[config.mk]
export PLATFORM = sky130hd
export DESIGN_NAME = smc
export DESIGN_NICKNAME = d
export VERILOG_FILES = /design/src/source/smc_pkg.sv /design/src/source/device_stage.sv /design/src/source/mosfet_model.sv /design/src/source/rank_average.sv /design/src/source/smc.sv /design/src/source/sort_network.sv
export SDC_FILE = /design/constraint.sdc
export NUM_CORES = 1
export LEC_CHECK = 0
export BUFFER_PORTS_ARGS = -buffer_cell sky130_fd_sc_hd__buf_2
export CAP_MARGIN = 20
export CORE_MARGIN = 8
export CORE_UTILIZATION = 53
export CTS_CLUSTER_SIZE = 8
export DETAILED_ROUTE_END_ITERATION = 10
export GPL_ROUTABILITY_DRIVEN = 0
export PLACE_DENSITY = 0.7
export SYNTH_ARGS = -nofsm -noshare
export SYNTH_HDL_FRONTEND = slang
export SYNTH_SLANG_ARGS = --single-unit
[constraint.sdc]
create_clock -name clk -period 42.2 [get_ports clk]
set_input_delay 6.33 -clock clk [delete_from_list [all_inputs] [get_ports clk]]
set_output_delay 6.33 -clock clk [all_outputs]
set_load 0.02 [all_outputs]
[src/source/smc_pkg.sv]
package smc_pkg;

  // ==================================================
  // channel geometry
  // ==================================================

  // six transistors evaluated in parallel
  localparam int CHANNELS = 6;

  // gate, drain and width inputs are all 3 bits
  localparam int VOLT_W = 3;
  typedef logic [VOLT_W-1:0] volt_t;

  // drain current or transconductance, up to 36
  localparam int CURR_W = 6;
  typedef logic [CURR_W-1:0] curr_t;

  // ==================================================
  // datapath values
  // ==================================================

  // width-scaled value, 36 * 7 stays below 256
  localparam int PROD_W = 8;
  typedef logic [PROD_W-1:0] prod_t;
  typedef prod_t [CHANNELS-1:0] prod_vec_t;

  // weighted sum 3*f0 + 4*f1 + 5*f2 reaches 1008
  localparam int SUM_W = 10;

  // three picked values, also the divisor
  localparam int PICK = 3;

  // mode bit 0
  typedef enum logic {
    SEL_GM = 1'b0,
    SEL_ID = 1'b1
  } calc_sel_e;

  // mode bit 1
  typedef enum logic {
    SEL_MIN = 1'b0,
    SEL_MAX = 1'b1
  } rank_sel_e;

endpackage

[src/source/device_stage.sv]
`timescale 1ns/1ps

module device_stage (
  input  logic               clk,
  input  logic               rst,
  input  smc_pkg::volt_t     vgs [smc_pkg::CHANNELS],
  input  smc_pkg::volt_t     vds [smc_pkg::CHANNELS],
  input  smc_pkg::volt_t     w   [smc_pkg::CHANNELS],
  input  smc_pkg::calc_sel_e calc_sel,
  input  smc_pkg::rank_sel_e rank_sel,
  output smc_pkg::prod_vec_t prod_q,
  output smc_pkg::calc_sel_e calc_sel_q,
  output smc_pkg::rank_sel_e rank_sel_q
);

  smc_pkg::prod_vec_t prod_d;

  // ==================================================
  // per-channel evaluation
  // ==================================================

  for (genvar ch = 0; ch < smc_pkg::CHANNELS; ch++) begin : g_channel
    mosfet_model u_mosfet (
      .vgs      (vgs[ch]),
      .vds      (vds[ch]),
      .w        (w[ch]),
      .calc_sel (calc_sel),
      .prod     (prod_d[ch])
    );
  end

  // ==================================================
  // first pipeline register
  // ==================================================

  // mode travels with its products so both stay aligned
  always_ff @(posedge clk) begin
    if (rst) begin
      prod_q     <= '0;
      calc_sel_q <= smc_pkg::SEL_GM;
      rank_sel_q <= smc_pkg::SEL_MIN;
    end else begin
      prod_q     <= prod_d;
      calc_sel_q <= calc_sel;
      rank_sel_q <= rank_sel;
    end
  end

endmodule

[src/source/mosfet_model.sv]
`timescale 1ns/1ps

module mosfet_model (
  input  smc_pkg::volt_t     vgs,
  input  smc_pkg::volt_t     vds,
  input  smc_pkg::volt_t     w,
  input  smc_pkg::calc_sel_e calc_sel,
  output smc_pkg::prod_t     prod
);

  smc_pkg::volt_t overdrive;
  logic           triode;

  // operands widened to the current width
  smc_pkg::curr_t od_ext;
  smc_pkg::curr_t vds_ext;

  smc_pkg::curr_t id_val;
  smc_pkg::curr_t gm_val;
  smc_pkg::curr_t sel_val;

  // threshold of one volt
  assign overdrive = vgs - smc_pkg::volt_t'(1);

  // equal overdrive and vds counts as saturation
  assign triode = overdrive > vds;

  assign od_ext  = smc_pkg::curr_t'(overdrive);
  assign vds_ext = smc_pkg::curr_t'(vds);

  always_comb begin
    if (triode) begin
      // 2*od*vds - vds^2, at most 35
      id_val = ((od_ext << 1) * vds_ext) - (vds_ext * vds_ext);
      gm_val = vds_ext << 1;
    end else begin
      id_val = od_ext * od_ext;
      gm_val = od_ext << 1;
    end
  end

  assign sel_val = (calc_sel == smc_pkg::SEL_ID) ? id_val : gm_val;

  // scale by transistor width
  assign prod = smc_pkg::prod_t'(sel_val) * smc_pkg::prod_t'(w);

endmodule

[src/source/rank_average.sv]
`timescale 1ns/1ps

module rank_average (
  input  logic               clk,
  input  logic               rst,
  input  smc_pkg::prod_vec_t sorted,
  input  smc_pkg::calc_sel_e calc_sel,
  input  smc_pkg::rank_sel_e rank_sel,
  output smc_pkg::prod_t     out_n
);

  // picked values and their thirds, in sorted order
  smc_pkg::prod_t pick [smc_pkg::PICK];
  smc_pkg::prod_t frac [smc_pkg::PICK];

  smc_pkg::prod_t gm_sum;
  smc_pkg::prod_t result;

  logic [smc_pkg::SUM_W-1:0] fw0;
  logic [smc_pkg::SUM_W-1:0] fw1;
  logic [smc_pkg::SUM_W-1:0] fw2;
  logic [smc_pkg::SUM_W-1:0] wsum;
  logic [smc_pkg::SUM_W-1:0] wsum_q4;

  // ==================================================
  // selection and division by three
  // ==================================================

  always_comb begin
    for (int i = 0; i < smc_pkg::PICK; i++) begin
      // top three or bottom three of the sorted set
      pick[i] = (rank_sel == smc_pkg::SEL_MAX) ? sorted[i] : sorted[i + smc_pkg::PICK];
      frac[i] = smc_pkg::prod_t'(pick[i] / smc_pkg::PICK);
    end
  end

  // ==================================================
  // averaging
  // ==================================================

  // thirds are at most 84, so this sum fits 8 bits
  assign gm_sum = frac[0] + frac[1] + frac[2];

  assign fw0 = smc_pkg::SUM_W'(frac[0]);
  assign fw1 = smc_pkg::SUM_W'(frac[1]);
  assign fw2 = smc_pkg::SUM_W'(frac[2]);

  // weights 3, 4, 5 built from shifts
  assign wsum    = ((fw0 << 1) + fw0) + (fw1 << 2) + ((fw2 << 2) + fw2);
  assign wsum_q4 = wsum >> 2;

  assign result = (calc_sel == smc_pkg::SEL_ID)
                ? smc_pkg::prod_t'(wsum_q4 / smc_pkg::PICK)
                : smc_pkg::prod_t'(gm_sum / smc_pkg::PICK);

  // output register
  always_ff @(posedge clk) begin
    if (rst) begin
      out_n <= '0;
    end else begin
      out_n <= result;
    end
  end

endmodule

[src/source/smc.sv]
`timescale 1ns/1ps

module smc (
  input  logic       clk,
  input  logic       rst,
  input  logic [1:0] mode,
  input  logic [2:0] w_0,
  input  logic [2:0] v_gs_0,
  input  logic [2:0] v_ds_0,
  input  logic [2:0] w_1,
  input  logic [2:0] v_gs_1,
  input  logic [2:0] v_ds_1,
  input  logic [2:0] w_2,
  input  logic [2:0] v_gs_2,
  input  logic [2:0] v_ds_2,
  input  logic [2:0] w_3,
  input  logic [2:0] v_gs_3,
  input  logic [2:0] v_ds_3,
  input  logic [2:0] w_4,
  input  logic [2:0] v_gs_4,
  input  logic [2:0] v_ds_4,
  input  logic [2:0] w_5,
  input  logic [2:0] v_gs_5,
  input  logic [2:0] v_ds_5,
  output logic [7:0] out_n
);

  smc_pkg::volt_t     vgs_arr [smc_pkg::CHANNELS];
  smc_pkg::volt_t     vds_arr [smc_pkg::CHANNELS];
  smc_pkg::volt_t     w_arr   [smc_pkg::CHANNELS];
  smc_pkg::calc_sel_e calc_sel;
  smc_pkg::rank_sel_e rank_sel;

  smc_pkg::prod_vec_t prod_q;
  smc_pkg::calc_sel_e calc_sel_q;
  smc_pkg::rank_sel_e rank_sel_q;
  smc_pkg::prod_vec_t sorted;

  // ==================================================
  // input packing
  // ==================================================

  assign vgs_arr = '{v_gs_0, v_gs_1, v_gs_2, v_gs_3, v_gs_4, v_gs_5};
  assign vds_arr = '{v_ds_0, v_ds_1, v_ds_2, v_ds_3, v_ds_4, v_ds_5};
  assign w_arr   = '{w_0, w_1, w_2, w_3, w_4, w_5};

  // bit 0 picks Id or gm, bit 1 picks max or min
  assign calc_sel = smc_pkg::calc_sel_e'(mode[0]);
  assign rank_sel = smc_pkg::rank_sel_e'(mode[1]);

  // ==================================================
  // pipeline
  // ==================================================

  device_stage u_device (
    .clk        (clk),
    .rst        (rst),
    .vgs        (vgs_arr),
    .vds        (vds_arr),
    .w          (w_arr),
    .calc_sel   (calc_sel),
    .rank_sel   (rank_sel),
    .prod_q     (prod_q),
    .calc_sel_q (calc_sel_q),
    .rank_sel_q (rank_sel_q)
  );

  // combinational, between the two registers
  sort_network u_sort (
    .values (prod_q),
    .sorted (sorted)
  );

  rank_average u_avg (
    .clk      (clk),
    .rst      (rst),
    .sorted   (sorted),
    .calc_sel (calc_sel_q),
    .rank_sel (rank_sel_q),
    .out_n    (out_n)
  );

endmodule

[src/source/sort_network.sv]
`timescale 1ns/1ps

module sort_network (
  input  smc_pkg::prod_vec_t values,
  output smc_pkg::prod_vec_t sorted
);

  // outputs of each compare-exchange layer
  smc_pkg::prod_vec_t layer_1;
  smc_pkg::prod_vec_t layer_2;
  smc_pkg::prod_vec_t layer_3;
  smc_pkg::prod_vec_t layer_4;
  smc_pkg::prod_vec_t layer_5;

  // larger value moves to the lower index
  function automatic smc_pkg::prod_vec_t cmp_xchg(
    input smc_pkg::prod_vec_t v,
    input int unsigned        hi,
    input int unsigned        lo
  );
    smc_pkg::prod_vec_t r;
    r = v;
    if (v[lo] > v[hi]) begin
      r[hi] = v[lo];
      r[lo] = v[hi];
    end
    return r;
  endfunction

  // ==================================================
  // five layers, descending order
  // ==================================================

  always_comb begin
    // layer 1: (0,5) (1,3) (2,4)
    layer_1 = cmp_xchg(values, 0, 5);
    layer_1 = cmp_xchg(layer_1, 1, 3);
    layer_1 = cmp_xchg(layer_1, 2, 4);

    // layer 2: (1,2) (3,4)
    layer_2 = cmp_xchg(layer_1, 1, 2);
    layer_2 = cmp_xchg(layer_2, 3, 4);

    // layer 3: (0,3) (2,5)
    layer_3 = cmp_xchg(layer_2, 0, 3);
    layer_3 = cmp_xchg(layer_3, 2, 5);

    // layer 4: (0,1) (2,3) (4,5)
    layer_4 = cmp_xchg(layer_3, 0, 1);
    layer_4 = cmp_xchg(layer_4, 2, 3);
    layer_4 = cmp_xchg(layer_4, 4, 5);

    // layer 5: (1,2) (3,4)
    layer_5 = cmp_xchg(layer_4, 1, 2);
    layer_5 = cmp_xchg(layer_5, 3, 4);
  end

  // index 0 holds the largest product
  assign sorted = layer_5;

endmodule

# [Word level (Yosys, flattened, before mapping)]
# Index checks and enable logic that the tools add are counted.
[totals] reg_bits=58 output_inout_bits=8 word_cells=113
[op_classes] addsub=18 multipliers=24 div=5 magnitude_cmp=18 n_mux=39
[ops] cell="divider 8 x 2 -> 32 bit, second input constant" n=5
[ops] cell="two-way mux 16 bit" n=7
[ops] cell="two-way mux 8 bit" n=14
[ops] cell="> comparator 8 bit" n=12
[ops] cell="multiplier 3 x 3 -> 6 bit" n=12
[ops] cell="two-way mux 6 bit" n=12
[ops] cell="multiplier 6 x 3 -> 8 bit" n=6
[ops] cell="subtractor 6 bit" n=6
[ops] cell="multiplier 3 x 3 -> 5 bit" n=6
[ops] cell="two-way mux 4 bit" n=6
[ops] cell="adder 10 bit" n=2
[ops] cell="> comparator 3 bit" n=6
[ops] cell="subtractor 3 x 1 -> 3 bit, second input constant" n=6
[ops] cell="adder 8 bit" n=2
[ops] cell="adder 10 x 8 -> 10 bit" n=1
[ops] cell="adder 9 x 8 -> 10 bit" n=1

# [Logic depth before layout (Yosys ltp)]
# Gate-level depths: netlist of run 1.
[depth] depth_word=17 depth_mapped=100 depth_no_buf=90

# [Hierarchy]
# Synthesis of run 1 repeated with hierarchy kept, for this count alone.
[unflattened] cells_unflattened=2476 hier_area_um2=19027.0
[modules_own_cells] mod="mosfet_model" n_inst=6 cells_each=150 area_each_um2=1219.9 seq_area_each_um2=0.0
[modules_own_cells] mod="sort_network" n_inst=1 cells_each=774 area_each_um2=5328.9 seq_area_each_um2=0.0
[modules_own_cells] mod="rank_average" n_inst=1 cells_each=697 area_each_um2=5039.8 seq_area_each_um2=140.1
[modules_own_cells] mod="device_stage" n_inst=1 cells_each=105 area_each_um2=1338.8 seq_area_each_um2=1001.0

# [Worst setup path before layout of run 1]
# OpenSTA, ideal clock, no wires.
[synth_path] kind="register to register" start="register u_device.prod_q[17] in the netlist's numbering" end="register u_avg.out_n[0]" setup_time_ps=128 arrival_time_ps=18261 required_time_ps=42072 path_slack_ps=23811 stages_incl_launch_ff=96 n_path_buf=10 cell_sequence="dfxtp_1 inv_1 ha_1 nor2b_1 o211a_1 o211ai_1 and2_1 buf_2 buf_1 nor2_1 a21oi_1 inv_1 ha_1 and4_1 and4_1 a32oi_1 a32oi_1 nor3_1 (+60 left out) ha_1 fa_1 a21o_1 a21oi_1 o21bai_1 a21oi_1 xnor2_1 mux2i_1 nor2_1 or2_2 nor2_1 o21ai_0 nand3_1 ha_1 nor3_1 a21oi_1 o21ai_0 nor2_1"
[synth_between] elab_chain_len=17 word_cells_on_any_way=38 cone_classes="6 x add/sub; 5 x div; 10 x order compare; 17 x mux"
[synth_lines] element="from (decl)" line_no="device_stage.sv:11" text="output smc_pkg::prod_vec_t prod_q,"
[synth_lines] element="from (signal assigned)" line_no="device_stage.sv:43" text="prod_q <= prod_d;"
[synth_lines] element="> comparator 8 bit" line_no="sort_network.sv:23" text="if (v[lo] > v[hi]) begin"
[synth_lines] element="two-way mux 8 bit" line_no="sort_network.sv:23"
[synth_lines] element="> comparator 8 bit" line_no="sort_network.sv:23"
[synth_lines] element="two-way mux 16 bit" line_no="sort_network.sv:23"
[synth_lines] element="> comparator 8 bit" line_no="sort_network.sv:23"
[synth_lines] element="two-way mux 8 bit" line_no="sort_network.sv:23"
[synth_lines] element="> comparator 8 bit" line_no="sort_network.sv:23"
[synth_lines] element="two-way mux 16 bit" line_no="sort_network.sv:23"
[synth_lines] element="> comparator 8 bit" line_no="sort_network.sv:23"
[synth_lines] element="two-way mux 16 bit" line_no="sort_network.sv:23"
[synth_lines] element="two-way mux 8 bit" line_no="rank_average.sv:32" text="pick[i] = (rank_sel == smc_pkg::SEL_MAX) ? sorted[i] : sorted[i + smc_pkg::PICK];"
[synth_lines] element="divider 8 x 2 -> 32 bit" line_no="rank_average.sv:33" text="frac[i] = smc_pkg::prod_t'(pick[i] / smc_pkg::PICK);"
[synth_lines] element="adder 9 x 8 -> 10 bit" line_no="rank_average.sv:49" text="assign wsum = ((fw0 << 1) + fw0) + (fw1 << 2) + ((fw2 << 2) + fw2);"
[synth_lines] element="adder 10 bit (2 in series)" line_no="rank_average.sv:49"
[synth_lines] element="divider 8 x 2 -> 32 bit" line_no="rank_average.sv:53" text="? smc_pkg::prod_t'(wsum_q4 / smc_pkg::PICK)"
[synth_lines] element="two-way mux 8 bit (*)" line_no="rank_average.sv:53"
[synth_lines] element="to (signal assigned)" line_no="rank_average.sv:61" text="out_n <= result;"
[synth_lines] element="to (decl)" line_no="rank_average.sv:9" text="output smc_pkg::prod_t out_n"
# Every way passes the cells marked *; elsewhere a longest branch is shown, timed or not.
# A chain may end at the register's enable or synchronous reset.

# [Worst setup path in the final report of run 1]
# Ends and elaborated chain as after synthesis.

==> results.md, run 1 <==
* Outcome: finished clean
* # Post-CTS Setup Buffers at 0
* Hold-fix buffers, CTS at 0
* Clock skew at 0.00896 ns
* Crit-path max FO at 20
* Die extent in x at 195 µm
* Crit path required time at 42.39 ns
* Detailed Routing Iterations Pass 1 at 6
* Post-CTS resize count at 0
* Mapped Area at 17000 µm²
* First-pass GRT wire length at 72100 µm
* WL final at 42800 µm
* Routed Antenna Nets at 0
* Largest net degree at the start of global routing at 52
* Starting Density at 53.7%
* Post-DP Area at 17600 µm²
* R2r worst-path depth at 78
* Placement Rows at 65
* Clock Latency Late Sink at 0.34 ns
* Slew HR at 28.2%
* R2R Path Start: u_device.prod_q[17]
* Hold slack at 1.02 ns
* Initial antenna violation count at 0
* Post-synth EDFFs at 0
* Final Cell Area at 18000 µm²
* RR Endpoint: u_avg.out_n[0]
* Multi-input gate area at 14400 µm²
* CTS buffer count at 9
* CTS tree: done
* Most frequent CP cell: ha_1
* Largest family of logic cells by synthesized area: adder cells
* Post-synthesis mux area share at 7.80%
* Area added between synthesis and finish at 5.96%
* Fin. Hold Viols at 0
* WHS Endpoint: u_avg.out_n[1]
* GR Overflow Total at 0
* Level count of the clock H-tree at 3
* Seq. cell area at 1140 µm²
* Post-Syn Area per Cell at 7.51 µm²
* Total of max-cap violations at 0
* Synth top area cells: ha_1 (22%), fa_1 (8.1%), dfxtp_1 (6.7%), inv_1 (6.7%), nand2_1 (5.4%)
* Final setup viols at 0
* Syn Inst Count at 2257
* Post-Synth Adder-Cell Area at 30.2%
* CP Class: reg -> reg
* Worst hold path class: reg -> reg
* Inserted Diodes at 0
* Die Y at 195 µm
* Async SR Flop Fraction at 0%
* DR DRC count at 0
* Unique masters post-synth at 105
* Synthesis Warnings at 0
* Top-area cell type share of the netlist area at 21.9%
* Max Clock Freq at 50.0 MHz
* Max Transition Viols Final at 0
* Drt initial violations at 1097
* Final nets at 2708
* Routed vias/inst at 5.81
* WHS Path Cells at 3
* Synth Area in XOR/XNOR at 5.94%
* Setup tns final at 0 ns
* Buffers & Inverters on Critical Path at 7
* Setup crit start: u_device.prod_q[17]
* Hold wc startpoint: u_device.calc_sel_q
* Post-layout minimum cycle time at 19.98 ns
* Reg2reg setup slack at 22.22 ns
* Clock root cell: clkbuf_16
* Dpl ws at 22.51 ns
* Ports at 66
* Synthesized net count at 2681
* Via count at 15600
* CP delay by family, top: compound AO/OA/AOI/OAI gates
* Port bufs at 64
* Setup ws final at 22.22 ns
* Layout cells sized above 1 at 8.08%
* Core area at 31600 µm²
* Register area share after synthesis at 6.73%
* Global Route Usage Sum at 22.1%
* Synth Register Bits at 57
* Final worst path period share at 47.4%
* Post-Synth Simple-Gate Area at 18.9%
* Slowest cell on the critical path: and2_1
* Cell taking the most area after synthesis: ha_1
* Clk pin slew, worst setup/hold paths at 0.06 ns
* Max stage delay on crit path at 0.74 ns
* Clock Sinks at 57
* Die area at 38000 µm²
* Final HPWL from detailed placement at 35600 µm
* Critical path launch point type: flop
* Worst-case clock buffer depth at 2
* Prevailing post-synth register cell: dfxtp_1
* CP Data Arrival Time at 20.17 ns
* Worst setup EP type: flop
* Worst-Margin Slew at 1.08 ns
* DR WL/cell at 15.9 µm
* Vias in the first global route at 15200
* Synth Area in Compound Gates at 22.1%
* RSZ-0062 raised after global routing: no
* Fillers at 2980
-- cell families after synthesis --
group                    after synthesis
AO/OA/AOI/OAI                        540
XOR/XNOR                             115
adder cells (fa/ha/maj)              368
buffers and inverters                369
flip-flops                            57
multiplexers                         112
other                                  1
AND/OR/NAND/NOR                      695
-- sequential cells by signal, summed over array words and instances, names as in the netlist --
signal / flops
u_device.calc_sel_q: 1
u_device.rank_sel_q: 1
u_device.prod_q: 48
u_avg.out_n: 7
-- layout by cell type (no fill, tap or decap), drive strengths merged, types with 14 or more instances in the layout --
cell    instances
o21ai         100
a31oi          18
o211ai         26
nor3           25
dfxtp          57
ha            297
o21bai         14
a21o           54
fa             69
nand4          17
and2           39
o21a           28
nor2          219
and3           29
xor2           36
nand2b         17
mux2           25
nand2         243
buf            78
nor2b          44
a211oi         24
xnor2          79
mux2i          75
nand3          34
inv           306
a21oi         159
-- per-layer routing --
layer	global-route usage [%]	part of all wire (%)	vias to the layer above	wire, µm
met4	8.34	3.4	0	1440
met3	1.95	4.6	76	1980
li1	-	-	7857	-
met2	37.6	46	410	19500
met5	0	0	-	0
met1	28.7	46	7291	19800
-- synthesized netlist by cell type, drive strengths merged (4+ instances only) --
cell / n
nor3: 25
o21bai: 14
o31ai: 12
xnor2: 79
o211a: 9
a21o: 54
nand4: 17
fa: 69
o32ai: 4
nand2b: 17
nor4: 5
inv: 305
nand3: 34
nor2b: 44
mux2i: 75
and3: 29
mux4: 12
o221ai: 9
a22oi: 4
o21ai: 100
o211ai: 26
a221oi: 8
a2111oi: 7
ha: 297
mux2: 25
clkbuf: 44
o22ai: 7
or2: 5
xor2: 36
dfxtp: 57
a31oi: 18
o21a: 28
o2111ai: 7
and4: 7
o31a: 7
a311oi: 7
nor2: 219
nand2: 243
a211oi: 24
and2: 39
buf: 18
a21oi: 159
-- worst reg2reg max path, delay by kind of cell (launching register included) --
| family | cells | cell delay (ns) |
|---|---|---|
| flops | 1 | 0.36 |
| fa+ha+maj | 13 | 4.50 |
| xor+xnor | 2 | 0.22 |
| buf+inv | 7 | 0.99 |
| mux | 4 | 1.78 |
| compound gates | 30 | 7.11 |
| simple gates | 22 | 4.92 |
-- stage by stage --
stage,cells,util (%)
2_1_floorplan,2257,-
3_3_place_gp,2673,55.9
3_5_place_dp,2673,55.9
4_1_cts,2689,56.8
5_1_grt,2691,56.9
6_report,2691,56.9
-- worst max-delay path by stage --
stage                           to  depth (start not counted)
floorplan           u_avg.out_n[0]                         95
global placement    u_avg.out_n[0]                         78
detailed placement  u_avg.out_n[0]                         78
CTS                 u_avg.out_n[0]                         78
global route        u_avg.out_n[0]                         78
finish              u_avg.out_n[0]                         78
-- final cells by class --
type / instances / area share, %
clock buffers: 10 / 1.27
clock inverters: 6 / 0.376
inverters: 307 / 6.42
multi-input cells: 1831 / 80.4
flip-flops and latches: 57 / 6.35
well taps: 402 / 2.80
repair buffers: 78 / 2.41
Power of run 1 is not shown: default switching activity piles up to over one toggle a cycle in this logic, so the estimate is an artifact.
==> inputs of run 2 (changes only) <==
- PLACE_DENSITY: 0.7 -> 0.73
- clock period: 42.2 -> 17.6 ns (I/O delays scaled with it)
==> run 2 against run 1 <==
Net effect:
- sequential cell count is the same
- routed wire length is 7.3% higher
- critical path depth rose by 7
- first-iteration DRC count decreased by 2.6%
- core utilization rose by 3.9 points
- via count grew 5.1%
- critical endpoint unchanged
==> results.md, run 2 (synthesized netlist as in run 1, its figures left out) <==
* Worst hold path class: reg -> reg
* GR Overflow Total at 0 (unchanged)
* Placed insts at 2719 (+1.7%)
* Final HPWL from detailed placement at 37000 µm (+3.8%)
* DR WL/cell at 16.5 µm (+3.7%)
* Crit path required time at 17.80 ns (-24.59 ns)
* Level count of the clock H-tree at 3 (unchanged)
* Reg2reg setup slack at 0.58 ns (-21.64 ns)
* Hold-fix buffers, CTS at 0 (unchanged)
* CTS tree: done
* Clk pin slew, worst setup/hold paths at 0.06 ns (about the same)
* Commonest cells after routing, fill and taps aside: inv_1 (301), ha_1 (290), nand2_1 (243)
* Die extent in x at 195 µm (unchanged)
* RR Endpoint: u_avg.out_n[0]
* Commonest non-fill, non-tap cell in the layout: inv_1
* Die Y at 195 µm (unchanged)
* WHS Path Cells at 4 (+1)
* Routed vias/inst at 5.90 (+1.5%)
* Final setup viols at 0 (unchanged)
* R2r worst-path depth at 85 (+9.0%)
* Final nets at 2803 (+3.5%)
* R2R Path Start: u_device.prod_q[17]
* Dpl ws at -0.426 ns (-22.93 ns)
* Routed Antenna Nets at 0 (unchanged)
* Final Non-Filler Cells at 2785 (+3.5%)
* Setup ws final at 0.577 ns (-21.64 ns)
* Max stage delay on crit path at 0.56 ns (-0.18 ns)
* Worst-Margin Slew at 0.993 ns (-0.0834 ns)
* CTS buffer count at 9 (unchanged)
* Ports at 66 (unchanged)
* CP Class: reg -> reg
* Slew HR at 33.1% (+4.9 points)
* Fin. Hold Viols at 0 (unchanged)
* Placement Rows at 65 (unchanged)
* Post-layout minimum cycle time at 17.02 ns (-2.96 ns)
* Slowest cell on the critical path: fa_1
* Clock root cell: clkbuf_16
* WHS Endpoint: u_avg.out_n[4]
* Layout cells sized above 1 at 14.7% (+6.6 points)
* Largest net degree at the start of global routing at 52 (unchanged)
* Core area at 31600 µm² (unchanged)
* Outcome: finished clean
* Hold wc startpoint: u_device.calc_sel_q
* Clock Sinks at 57 (unchanged)
* Initial antenna violation count at 0 (unchanged)
* Die area at 38000 µm² (unchanged)
* Most frequent CP cell: ha_1
* Number of flip-flops in the largest register at 48 (unchanged)
* Drt initial violations at 1069 (-2.6%)
* Clock skew at 0.00720 ns (-0.00176 ns)
* Global Route Usage Sum at 23.0% (+0.95 points)
* Total of max-cap violations at 0 (unchanged)
* Starting Density at 53.7% (unchanged)
* Inserted Diodes at 0 (unchanged)
* Detailed Routing Iterations Pass 1 at 6 (unchanged)
* Setup crit start: u_device.prod_q[17]
* First-pass GRT wire length at 75200 µm (+4.2%)
* Vias in the first global route at 15900 (+4.7%)
* DR DRC count at 0 (unchanged)
* Final worst path period share at 96.7% (+49 points)
* CP Data Arrival Time at 17.22 ns (-2.95 ns)
* Worst setup EP type: flop
* Clock Latency Late Sink at 0.33 ns (about the same)
* Area added between synthesis and finish at 13.3%
* Worst-case clock buffer depth at 2 (unchanged)
* Max Clock Freq at 58.7 MHz (+17%)
* Critical path launch point type: flop
* Via count at 16400 (+5.1%)
* Fillers at 2792 (-6.3%)
* Max Transition Viols Final at 0 (unchanged)
* Crit-path max FO at 12 (-40%)
* Biggest regs: u_device.prod_q (48), u_avg.out_n (7)
* WL final at 45900 µm (+7.3%)
* Port bufs at 64 (unchanged)
* Reg with most FFs: u_device.prod_q
## run 2: final cells by class
cell class                      instances  area [µm²]  share of cell area, %
Multi-Input combinational cell       1833       14900                   77.6
Timing Repair Buffer                  171        1190                   6.18
Inverter                              307        1150                   6.01
Sequential cell                        57        1140                   5.96
Tap cell                              402         503                   2.62
Clock buffer                           10         239                   1.24
Clock inverter                          5        80.1                  0.417
## run 2: timing repair
item / 4_1_cts / 5_1_grt
setup buffers: 8 / 36
endpoints found under the setup margin: 2 / 7
cloned: 1 / 4
pin swaps: 2 / 26
resized for setup: 12 / 94
## run 2: worst max path at each step
stage / endpoint / slack (ns) / cells past startpoint
after floorplan: u_avg.out_n[0] / 0.04 / 93
after global placement: u_avg.out_n[0] / -0.04 / 85
after detailed placement: u_avg.out_n[0] / -0.43 / 79
after CTS: u_avg.out_n[0] / 0.007 / 83
after global routing: u_avg.out_n[0] / -0.20 / 86
final: u_avg.out_n[0] / 0.58 / 85
## run 2: worst max-delay path: cells and delay by family, from the launching register on
family                   cells  cell delay [ns]
AND/OR/NAND/NOR             23             3.73
XOR/XNOR                     2             0.29
flip-flops                   1             0.34
buffers and inverters       10             1.23
multiplexers                 5             1.62
AO/OA/AOI/OAI               32             5.44
adder cells (fa/ha/maj)     13             4.24
## run 2: metrics by stage
step | setup TNS [ns] | util [%] | hold slack [ns] | cell area, µm²
4_1_cts | 0 | 58.6 | 1.06 | 18500
3_3_place_gp | -0.0427 | 57.1 | 1.03 | 18000
5_1_grt | -0.203 | 60.9 | 1.12 | 19200
2_1_floorplan | 0 | - | 0.791 | 17000
3_5_place_dp | -0.505 | 57.1 | 1.04 | 18000
6_report | 0 | 60.9 | 1.05 | 19200
## run 2: layer usage
| metal | wire [µm] | track usage, % | share of wire (%) |
|---|---|---|---|
| met1 | 19600 | 28.8 | 43 |
| met2 | 21700 | 40.3 | 47 |
| met3 | 2720 | 1.90 | 5.9 |
| met4 | 1930 | 9.74 | 4.2 |
| met5 | 0 | 0 | 0 |
Power of run 2 is left out for the same reason.
